--- config.mk ---
export PLATFORM = sky130hd
export DESIGN_NAME = pipelinedHart
export DESIGN_NICKNAME = d
export VERILOG_FILES = /design/src/source/hartPkg.sv /design/src/source/fetchStage.sv /design/src/source/decodeStage.sv /design/src/source/executeStage.sv /design/src/source/memStage.sv /design/src/source/hazardUnit.sv /design/src/source/pipelinedHart.sv
export VERILOG_INCLUDE_DIRS = /design/src /design/src/source
export SDC_FILE = /design/constraint.sdc
export NUM_CORES = 2
export LEC_CHECK = 0
export BUFFER_PORTS_ARGS = -buffer_cell sky130_fd_sc_hd__clkbuf_2
export CAP_MARGIN = 20
export CORE_ASPECT_RATIO = 0.9
export CORE_UTILIZATION = 57
export DETAILED_ROUTE_END_ITERATION = 10
export PLACE_DENSITY_LB_ADDON = 0.05
export SYNTH_ARGS = -nofsm -noshare
export SYNTH_HDL_FRONTEND = slang
export SYNTH_HIERARCHICAL = 1
export SYNTH_SLANG_ARGS = --single-unit
--- constraint.sdc ---
create_clock -name clk -period 6.2 [get_ports clk]
set_clock_uncertainty 0.2 [all_clocks]
set_input_delay 0.62 -clock clk [delete_from_list [all_inputs] [get_ports clk]]
set_output_delay 0.62 -clock clk [all_outputs]
set_load 0.02 [all_outputs]
--- src/source/hart_params.svh ---
////////////////////////////////////////////////////////////
// sizing macros shared by every part of the hart
// RV32 only so XLEN has to stay at 32
// the reset vector must be word aligned
////////////////////////////////////////////////////////////
`ifndef HART_PARAMS_SVH
`define HART_PARAMS_SVH

// data and address width in bits
`define XLEN 32

// integer registers including x0
`define NUM_REGS 32

// first fetch address after reset
`define RESET_VECTOR 32'h0000_0000

`endif

--- src/source/hartPkg.sv ---
////////////////////////////////////////////////////////////
// shared types of the hart
// widths follow the macros in hart_params.svh
////////////////////////////////////////////////////////////
`include "hart_params.svh"

package hartPkg;

  // one data or address word
  typedef logic [`XLEN-1:0] wordT;

  // index into the integer register file
  typedef logic [$clog2(`NUM_REGS)-1:0] regAddrT;

  // ALU operations
  // passB hands operand B straight through for LUI
  typedef enum logic [2:0] {
    aluAdd,
    aluSub,
    aluAnd,
    aluOr,
    aluXor,
    aluSlt,
    aluPassB
  } aluOpT;

  // data memory operation carried down to M
  // only full words are moved
  typedef enum logic [1:0] {
    memNone,
    memLoad,
    memStore
  } memOpT;

endpackage

--- src/source/fetchStage.sv ---
////////////////////////////////////////////////////////////
// program counter of the fetch stage
// instruction memory is outside and answers in the same cycle
// static not-taken prediction so only Execute redirects
////////////////////////////////////////////////////////////
`include "hart_params.svh"

module fetchStage (
  input  logic          clk,
  input  logic          rst,
  input  logic          stallF,
  input  logic          redirectE,
  input  hartPkg::wordT targetE,
  output hartPkg::wordT pcF
);
  import hartPkg::*;

  // sequential successor
  wordT pcPlus4F;

  assign pcPlus4F = pcF + wordT'(4);

  // redirect beats stall
  // Execute only raises redirectE on a cycle it advances
  always_ff @(posedge clk) begin
    if (rst) begin
      pcF <= `RESET_VECTOR;
    end else if (redirectE) begin
      pcF <= targetE;
    end else if (!stallF) begin
      pcF <= pcPlus4F;
    end
  end

endmodule

--- src/source/decodeStage.sv ---
////////////////////////////////////////////////////////////
// decode stage with the integer register file
// unknown opcodes and funct3 values become no-ops
// rs fields are reported even when an instruction has none
////////////////////////////////////////////////////////////
`include "hart_params.svh"

module decodeStage (
  input  logic             clk,
  input  logic             rst,
  input  logic             stallD,
  input  logic             flushD,
  input  logic             stallE,
  input  logic             flushE,
  input  logic             regWriteM,
  input  hartPkg::wordT    instrF,
  input  hartPkg::wordT    pcF,
  input  hartPkg::wordT    resultM,
  input  hartPkg::regAddrT rdM,
  output hartPkg::regAddrT rs1D,
  output hartPkg::regAddrT rs2D,
  output hartPkg::wordT    pcE,
  output hartPkg::wordT    srcAE,
  output hartPkg::wordT    srcBE,
  output hartPkg::wordT    rs2ValE,
  output hartPkg::wordT    immE,
  output hartPkg::regAddrT rs1E,
  output hartPkg::regAddrT rs2E,
  output hartPkg::regAddrT rdE,
  output hartPkg::aluOpT   aluOpE,
  output hartPkg::memOpT   memOpE,
  output logic             regWriteE,
  output logic             useImmE,
  output logic             branchE,
  output logic             branchNeE,
  output logic             jumpE
);
  import hartPkg::*;

  // addi x0, x0, 0
  localparam wordT nopInstr = 32'h0000_0013;
  localparam logic [6:0] opReg    = 7'b0110011;
  localparam logic [6:0] opImm    = 7'b0010011;
  localparam logic [6:0] opLui    = 7'b0110111;
  localparam logic [6:0] opLoad   = 7'b0000011;
  localparam logic [6:0] opStore  = 7'b0100011;
  localparam logic [6:0] opBranch = 7'b1100011;
  localparam logic [6:0] opJal    = 7'b1101111;

  wordT    instrD;
  wordT    pcD;
  wordT    immI;
  wordT    immS;
  wordT    immB;
  wordT    immJ;
  wordT    immU;
  wordT    immD;
  wordT    rs1ValD;
  wordT    rs2ValD;
  wordT    regs [`NUM_REGS];
  regAddrT rdD;
  aluOpT   aluOpD;
  memOpT   memOpD;
  logic    regWriteD;
  logic    useImmD;
  logic    branchD;
  logic    branchNeD;
  logic    jumpD;
  logic [6:0] opcode;
  logic [2:0] funct3;

  // F/D register
  // a flush drops the wrong-path fetch to a no-op
  always_ff @(posedge clk) begin
    if (rst || flushD) begin
      instrD <= nopInstr;
    end else if (!stallD) begin
      instrD <= instrF;
    end
  end

  always_ff @(posedge clk) begin
    if (!stallD) begin
      pcD <= pcF;
    end
  end

  assign opcode = instrD[6:0];
  assign funct3 = instrD[14:12];
  assign rdD    = instrD[11:7];
  assign rs1D   = instrD[19:15];
  assign rs2D   = instrD[24:20];

  // immediates for each format with the sign taken from bit 31
  assign immI = {{(`XLEN-12){instrD[31]}}, instrD[31:20]};
  assign immS = {{(`XLEN-12){instrD[31]}}, instrD[31:25], instrD[11:7]};
  assign immB = {{(`XLEN-13){instrD[31]}}, instrD[31], instrD[7],
                 instrD[30:25], instrD[11:8], 1'b0};
  assign immJ = {{(`XLEN-21){instrD[31]}}, instrD[31], instrD[19:12],
                 instrD[20], instrD[30:21], 1'b0};
  assign immU = {instrD[31:12], 12'b0};

  ////////////////////////////////////////////////////////////
  // control decode
  always_comb begin
    aluOpD    = aluAdd;
    memOpD    = memNone;
    regWriteD = 1'b0;
    useImmD   = 1'b0;
    branchD   = 1'b0;
    branchNeD = 1'b0;
    jumpD     = 1'b0;
    immD      = immI;
    case (opcode)
      opReg: begin
        regWriteD = 1'b1;
        case (funct3)
          3'b000:  aluOpD = instrD[30] ? aluSub : aluAdd;
          3'b010:  aluOpD = aluSlt;
          3'b100:  aluOpD = aluXor;
          3'b110:  aluOpD = aluOr;
          3'b111:  aluOpD = aluAnd;
          default: regWriteD = 1'b0;
        endcase
      end
      opImm: begin
        // only ADDI
        regWriteD = (funct3 == 3'b000);
        useImmD   = 1'b1;
      end
      opLui: begin
        aluOpD    = aluPassB;
        regWriteD = 1'b1;
        useImmD   = 1'b1;
        immD      = immU;
      end
      opLoad: begin
        // only LW
        if (funct3 == 3'b010) begin
          memOpD    = memLoad;
          regWriteD = 1'b1;
        end
        useImmD = 1'b1;
      end
      opStore: begin
        if (funct3 == 3'b010) begin
          memOpD = memStore;
        end
        useImmD = 1'b1;
        immD    = immS;
      end
      opBranch: begin
        // BEQ and BNE differ in funct3 bit 0
        branchD   = (funct3[2:1] == 2'b00);
        branchNeD = funct3[0];
        immD      = immB;
      end
      opJal: begin
        jumpD     = 1'b1;
        regWriteD = 1'b1;
        immD      = immJ;
      end
      default: begin
      end
    endcase
  end

  ////////////////////////////////////////////////////////////
  // register file
  // a same-cycle writeback passes straight to the readers
  assign rs1ValD = (rs1D == '0) ? '0 :
                   (regWriteM && rdM == rs1D) ? resultM : regs[rs1D];
  assign rs2ValD = (rs2D == '0) ? '0 :
                   (regWriteM && rdM == rs2D) ? resultM : regs[rs2D];

  always_ff @(posedge clk) begin
    if (regWriteM && rdM != '0) begin
      regs[rdM] <= resultM;
    end
  end

  ////////////////////////////////////////////////////////////
  // D/E register
  // flushE empties only the control bits
  always_ff @(posedge clk) begin
    if (rst || flushE) begin
      regWriteE <= 1'b0;
      memOpE    <= memNone;
      branchE   <= 1'b0;
      jumpE     <= 1'b0;
    end else if (!stallE) begin
      regWriteE <= regWriteD;
      memOpE    <= memOpD;
      branchE   <= branchD;
      jumpE     <= jumpD;
    end
  end

  always_ff @(posedge clk) begin
    if (!stallE) begin
      pcE       <= pcD;
      srcAE     <= rs1ValD;
      srcBE     <= useImmD ? immD : rs2ValD;
      rs2ValE   <= rs2ValD;
      immE      <= immD;
      rs1E      <= rs1D;
      rs2E      <= rs2D;
      rdE       <= rdD;
      aluOpE    <= aluOpD;
      useImmE   <= useImmD;
      branchNeE <= branchNeD;
    end
  end

endmodule

--- src/source/executeStage.sv ---
////////////////////////////////////////////////////////////
// execute stage with forwarding from M
// branches and JAL resolve here with a two-cycle penalty
////////////////////////////////////////////////////////////
module executeStage (
  input  logic             clk,
  input  logic             rst,
  input  logic             stallE,
  input  logic             flushM,
  input  logic             regWriteM,
  input  hartPkg::wordT    pcE,
  input  hartPkg::wordT    srcAE,
  input  hartPkg::wordT    srcBE,
  input  hartPkg::wordT    rs2ValE,
  input  hartPkg::wordT    immE,
  input  hartPkg::regAddrT rs1E,
  input  hartPkg::regAddrT rs2E,
  input  hartPkg::regAddrT rdE,
  input  hartPkg::aluOpT   aluOpE,
  input  hartPkg::memOpT   memOpE,
  input  logic             regWriteE,
  input  logic             useImmE,
  input  logic             branchE,
  input  logic             branchNeE,
  input  logic             jumpE,
  input  hartPkg::regAddrT rdM,
  input  hartPkg::wordT    resultM,
  output logic             redirectE,
  output hartPkg::wordT    targetE,
  output hartPkg::wordT    aluOutM,
  output hartPkg::wordT    storeDataM,
  output hartPkg::wordT    linkM,
  output hartPkg::regAddrT rdM2,
  output hartPkg::memOpT   memOpM,
  output logic             regWriteMOut,
  output logic             isJumpM
);
  import hartPkg::*;

  wordT fwdAE;
  wordT fwdBE;
  wordT aluBE;
  wordT aluResultE;
  wordT linkE;
  logic fwdSelAE;
  logic fwdSelBE;
  logic takenE;

  ////////////////////////////////////////////////////////////
  // operand forwarding
  // x0 never forwards
  assign fwdSelAE = regWriteM && (rdM != '0) && (rdM == rs1E);
  assign fwdSelBE = regWriteM && (rdM != '0) && (rdM == rs2E);
  assign fwdAE    = fwdSelAE ? resultM : srcAE;
  assign fwdBE    = fwdSelBE ? resultM : rs2ValE;

  // immediate forms already carry the immediate in srcBE
  assign aluBE = useImmE ? srcBE : fwdBE;

  always_comb begin
    case (aluOpE)
      aluAdd:  aluResultE = fwdAE + aluBE;
      aluSub:  aluResultE = fwdAE - aluBE;
      aluAnd:  aluResultE = fwdAE & aluBE;
      aluOr:   aluResultE = fwdAE | aluBE;
      aluXor:  aluResultE = fwdAE ^ aluBE;
      aluSlt:  aluResultE = wordT'($signed(fwdAE) < $signed(aluBE));
      default: aluResultE = aluBE;
    endcase
  end

  ////////////////////////////////////////////////////////////
  // branch and jump resolution
  // BNE inverts the equality test
  assign takenE    = jumpE || (branchE && ((fwdAE == fwdBE) != branchNeE));
  // held instructions wait until the bus releases E
  assign redirectE = takenE && !stallE;
  assign targetE   = pcE + immE;
  assign linkE     = pcE + wordT'(4);

  ////////////////////////////////////////////////////////////
  // E/M register
  // held for the whole of a bus access
  always_ff @(posedge clk) begin
    if (rst || flushM) begin
      memOpM       <= memNone;
      regWriteMOut <= 1'b0;
      isJumpM      <= 1'b0;
    end else if (!stallE) begin
      memOpM       <= memOpE;
      regWriteMOut <= regWriteE;
      isJumpM      <= jumpE;
    end
  end

  always_ff @(posedge clk) begin
    if (!stallE) begin
      aluOutM    <= aluResultE;
      storeDataM <= fwdBE;
      linkM      <= linkE;
      rdM2       <= rdE;
    end
  end

endmodule

--- src/source/memStage.sv ---
////////////////////////////////////////////////////////////
// APB master for word loads and stores plus writeback select
// no pslverr and no byte strobes
// the E/M register must hold its payload while busM is high
////////////////////////////////////////////////////////////
module memStage (
  input  logic             clk,
  input  logic             rst,
  input  hartPkg::wordT    aluOutM,
  input  hartPkg::wordT    storeDataM,
  input  hartPkg::wordT    linkM,
  input  hartPkg::memOpT   memOpM,
  input  logic             isJumpM,
  input  logic             regWriteMIn,
  input  hartPkg::regAddrT rdMIn,
  input  hartPkg::wordT    prdata,
  input  logic             pready,
  output hartPkg::wordT    paddr,
  output hartPkg::wordT    pwdata,
  output logic             psel,
  output logic             penable,
  output logic             pwrite,
  output logic             busM,
  output logic             regWriteM,
  output hartPkg::regAddrT rdM,
  output hartPkg::wordT    resultM
);
  import hartPkg::*;

  // low in setup and high in access
  logic accessPhase;
  logic memActive;
  logic doneM;

  assign memActive = (memOpM != memNone);
  assign doneM     = accessPhase && pready;

  ////////////////////////////////////////////////////////////
  // setup then access sequencer
  always_ff @(posedge clk) begin
    if (rst || doneM) begin
      accessPhase <= 1'b0;
    end else if (memActive) begin
      accessPhase <= 1'b1;
    end
  end

  // address and data come from the held E/M register
  // so they stay stable until completion
  assign psel    = memActive;
  assign penable = accessPhase;
  assign pwrite  = (memOpM == memStore);
  assign paddr   = aluOutM;
  assign pwdata  = storeDataM;

  // the whole pipe waits until the access phase sees pready
  assign busM = memActive && !doneM;

  ////////////////////////////////////////////////////////////
  // writeback
  // a load writes only in its completion cycle
  assign regWriteM = regWriteMIn && ((memOpM != memLoad) || doneM);
  assign rdM       = rdMIn;

  always_comb begin
    if (memOpM == memLoad) begin
      resultM = prdata;
    end else if (isJumpM) begin
      resultM = linkM;
    end else begin
      resultM = aluOutM;
    end
  end

endmodule

--- src/source/hazardUnit.sv ---
////////////////////////////////////////////////////////////
// stall and flush control for the whole pipeline
// bus wait outranks redirect and load-use
////////////////////////////////////////////////////////////
module hazardUnit (
  input  hartPkg::regAddrT rs1D,
  input  hartPkg::regAddrT rs2D,
  input  hartPkg::regAddrT rdE,
  input  hartPkg::memOpT   memOpE,
  input  logic             redirectE,
  input  logic             busM,
  output logic             stallF,
  output logic             stallD,
  output logic             stallE,
  output logic             flushD,
  output logic             flushE,
  output logic             flushM
);
  import hartPkg::*;

  logic loadUseD;

  // load in E feeding the instruction in D
  // x0 never needs the bubble
  assign loadUseD = (memOpE == memLoad) && (rdE != '0) &&
                    ((rdE == rs1D) || (rdE == rs2D));

  // a bus wait freezes everything
  // load-use holds only F and D
  assign stallF = busM || loadUseD;
  assign stallD = busM || loadUseD;
  assign stallE = busM;

  // no flush while frozen
  // a flush then would kill a held instruction
  assign flushD = !busM && redirectE;
  assign flushE = !busM && (redirectE || loadUseD);

  // nothing is killed once it has left E
  assign flushM = 1'b0;

endmodule

--- src/source/pipelinedHart.sv ---
////////////////////////////////////////////////////////////
// four-stage RV32I hart with APB data port
// instruction word must arrive in the same cycle as pcF
////////////////////////////////////////////////////////////
module pipelinedHart (
  input  logic          clk,
  input  logic          rst,
  output hartPkg::wordT pcF,
  input  hartPkg::wordT instrF,
  output hartPkg::wordT paddr,
  output hartPkg::wordT pwdata,
  output logic          psel,
  output logic          penable,
  output logic          pwrite,
  input  hartPkg::wordT prdata,
  input  logic          pready
);
  import hartPkg::*;

  // global stall and flush
  logic    stallF;
  logic    stallD;
  logic    stallE;
  logic    flushD;
  logic    flushE;
  logic    flushM;

  // redirect from E
  logic    redirectE;
  wordT    targetE;

  // decode to execute
  regAddrT rs1D;
  regAddrT rs2D;
  wordT    pcE;
  wordT    srcAE;
  wordT    srcBE;
  wordT    rs2ValE;
  wordT    immE;
  regAddrT rs1E;
  regAddrT rs2E;
  regAddrT rdE;
  aluOpT   aluOpE;
  memOpT   memOpE;
  logic    regWriteE;
  logic    useImmE;
  logic    branchE;
  logic    branchNeE;
  logic    jumpE;

  // E/M register contents
  wordT    aluOutM;
  wordT    storeDataM;
  wordT    linkM;
  regAddrT rdPipeM;
  memOpT   memOpM;
  logic    regWritePipeM;
  logic    isJumpM;

  // writeback and bus status
  logic    busM;
  logic    regWriteM;
  regAddrT rdM;
  wordT    resultM;

  // program counter
  fetchStage ifu (.*);

  // decoder, register file and D/E register
  decodeStage idu (.*);

  // ALU, forwarding, branch resolution and E/M register
  executeStage ieu (.rdM2(rdPipeM), .regWriteMOut(regWritePipeM), .*);

  // APB data access and writeback select
  memStage ebu (.rdMIn(rdPipeM), .regWriteMIn(regWritePipeM), .*);

  hazardUnit hzu (.*);

endmodule

==> qor.yml <==
synth:
  ys_warn_count: 6
  synth_top_family_by_area: "multiplexers"
  ys_types: 109
  synth_seq_cells: 1416
  synthMuxAreaShare_pct: 19.1
  syn_area_um2: 72400
  syn_inst: 4769
  synthFlopType: "edfxtp_1"
  synth_xor_area_share_pct: 1.74
  synth-compound-area-share_pct: 9.75
  synthAdderAreaFrac_pct: 2.39
  synth_simple_gate_area_share_pct: 5.40
  ys_seq_area_share_pct: 57.6
  avgSynthCellArea_um2: 15.2
  synth_edf_count: 1337
  async_flop_share_pct: 0
drt:
  drt-initial-drc-count: 7030
  firstDrtPassIters: 7
  num_vias: 48100
  wirelength_mm: 240
  wl_per_cell_um: 35.6
  ant_nets: 0
  via_per_inst: 7.13
  drc: 0
global_route:
  grt-ovfl-total: 0
  antenna_found_initial: 18
  grtUsageTotal_pct: 37.5
  grt_pass1_vias: 45800
  grt_pass1_wl_mm: 339
  grt_start_max_net_pins: 135
job:
  maxCapViolCount: 0
worst_hold_path:
  hold_path.class: "primary input to flop"
  min_from: "instrF[18]"
clocking:
  clock_latency_ps: 810
  cts_tree: "built"
  cts_root_buf: "clkbuf_16"
  cts_made_buffers: 146
  numClockSinks: 1416
  clk_path_buf_depth: 3
  htree_levels: 4
  clk_pin_slew_ps: 60
place:
  dpl_worst_slack_ps: 140
  dpl.hpwl_mm: 155
  globalplace.congestion: 0.959
  post_dp_cell_area_um2: 75300
  numPortBuffers: 165
cells_and_area:
  final_cell_area_um2: 80300
  multi_input_area_um2: 28400
  area_delta_synth_final_pct: 10.9
  regArea_um2: 41800
  drive_gt1_share_pct: 24.8
  final_nets: 5146
  mostFrequentLayoutCells: "1,337 x edfxtp_1, 461 x mux4_2, 209 x nor2_1, 201 x mux2i_1, 194 x o22ai_1"
  n_fill_cell: 9081
  layout_commonest_cell: "edfxtp_1"
critical_path:
  worst-setup-path-type: "flop to flop"
  cpMaxStageDelayCell: "or4_1"
  critPathMaxFanout: 21
  slowest_delay_ps: 570
  cp.arrival_ps: 6240
  end_kind: "flop"
  cp_cell_sequence: "buf_4, xnor2_1, nand4_1, nor3_2, buf_12, mux2_2, mux2i_1, inv_1, ha_1, or4_1, or4_1, nor2_1, a21o_1, a311oi_2, o41ai_2, a211o_1, a21o_1, a311oi_1, a221oi_1"
  required_ps: 6580
  crit_start: "ieu/rdM2[3]"
  critical_path.startpoint_type: "flop"
  reg2reg_from: "ieu/rdM2[3]"
die:
  coreArea_um2: 125000
  die_h_um: 340
  start_util_pct: 57.7
  io_pins: 166
  row_count: 123
  dieArea_um2: 128000
  die_x_um: 378
sta:
  fin_hold_ws_ps: 49.0
  rsz0062_at_grt: "false"
  timing.slew.headroom_pct: 7.93
  slew_viol_final: 0
  period_minus_slack_ps: 5850
  finalSetupViolCount: 0
  max_freq_mhz: 171
  hold_viol: 0
  fin_tns_setup_ps: 0
  fin_ws_ps: 349
  tightestPinTransition_ps: 1370
  period_share_pct: 94.4
run_status:
  outcome: "finished clean"
pwr:
  max-vdd-ir-drop_mv: 0.312
  p_total_mw: 27.3
  power.density_nw_per_um2: 340
  leakage_nw: 27.6
## worst max-delay path: cells and delay by family (launching register included)
family / cells / cell delay [ps]
multiplexers: 2 / 590
AND/OR/NAND/NOR: 5 / 1710
buffers and inverters: 3 / 550
adder cells (fa/ha/maj): 1 / 320
AO/OA/AOI/OAI: 7 / 1600
flip-flops: 1 / 420
XOR/XNOR: 1 / 200
## Yosys cell counts (50+ instances only)
| cell type | n | area share (%) |
|---|---|---|
| edfxtp_1 | 1337 | 55 |
| ha_1 | 135 | 2.3 |
| buf_2 | 57 | 0.39 |
| a221oi_1 | 64 | 0.77 |
| nand3_1 | 63 | 0.44 |
| o22ai_1 | 194 | 1.7 |
| dfxtp_1 | 79 | 2.2 |
| clkbuf_1 | 178 | 0.92 |
| xnor2_1 | 83 | 1.0 |
| mux2_4 | 60 | 1.2 |
| inv_1 | 133 | 0.69 |
| mux4_2 | 461 | 14 |
| mux2_2 | 50 | 0.78 |
| o21ai_0 | 133 | 0.92 |
| a22oi_1 | 55 | 0.57 |
| nor3_1 | 59 | 0.41 |
| mux2i_1 | 201 | 2.8 |
| nor4_1 | 53 | 0.46 |
| nor2_1 | 241 | 1.2 |
| buf_4 | 117 | 1.2 |
| xor2_1 | 59 | 0.71 |
| a21oi_1 | 129 | 0.89 |
| nand2_1 | 112 | 0.58 |
## layer usage
layer | part of all wire, % | GRT usage (%) | vias up
li1 | - | - | 19700
met1 | 38 | 53.0 | 24500
met2 | 45 | 55.4 | 3301
met3 | 12 | 8.45 | 507
met4 | 5.1 | 18.1 | 2
met5 | 0.0054 | 0 | -
## cells by family after synthesis
logic type	count (synthesis)
DFF	1416
and+or+nand+nor	767
muxes	772
other	2
AOI/OAI and AO/OA	984
buffers and inverters	548
adders and majority gates	137
xor gates and xnor gates	143
## state kept, by name, indices dropped and copies added, names as in the netlist, 32 cells and up, named ones only
register / flops
ieu/storeDataM: 32
idu/srcBE: 32
idu/instrD: 32
idu/srcAE: 32
ieu/linkM: 32
ifu/pcF: 32
idu/regs: 1024
idu/rs2ValE: 32
ieu/aluOutM: 32
idu/pcE: 32
idu/immE: 32
idu/pcD: 32
## report_power, final
part           leakage, nW  total [mW]  switching [mW]  internal (mW)
Combinational         11.9        6.25            4.17           2.08
Sequential            13.5        12.3           0.364           12.0
Clock                 2.26        8.74            3.82           4.91
Total                 27.6        27.3            8.35           19.0
## worst paths after layout
kind / depth (start not counted) / slack [ps] / end
setup / recovery: 19 / 350 / ieu/aluOutM[30]
hold / removal: 3 / 50 / idu/instrD[18]
setup reg to reg: 19 / 350 / ieu/aluOutM[30]
hold reg to reg: 0 / 220 / idu/pcE[11]
## final cells by class
type                            count  share of cell area [%]
Sequential cell                  1416                    52.0
Multi-Input combinational cell   2836                    35.3
Clock buffer                      191                    4.84
Timing Repair Buffer              404                    3.62
Tap cell                         1687                    2.63
Clock inverter                     70                   0.946
Inverter                          138                   0.657
Antenna cell                        5                  0.0156
## repair_timing
action                     4_1_cts  5_1_grt
setup endpoints to repair        0        2
buffers inserted                 0        5
hold buffers                    28        0
gates resized for setup          0        1
hold endpoints to repair        29        0
## metrics by stage
step / util [%] / cells
detailed placement: 60.0 / 6445
finish: 64.0 / 6747
CTS: 63.9 / 6734
floorplan: - / 4800
global placement: 60.0 / 6442
global route: 64.0 / 6743
Note: power is estimated with default switching activity, not from simulation.
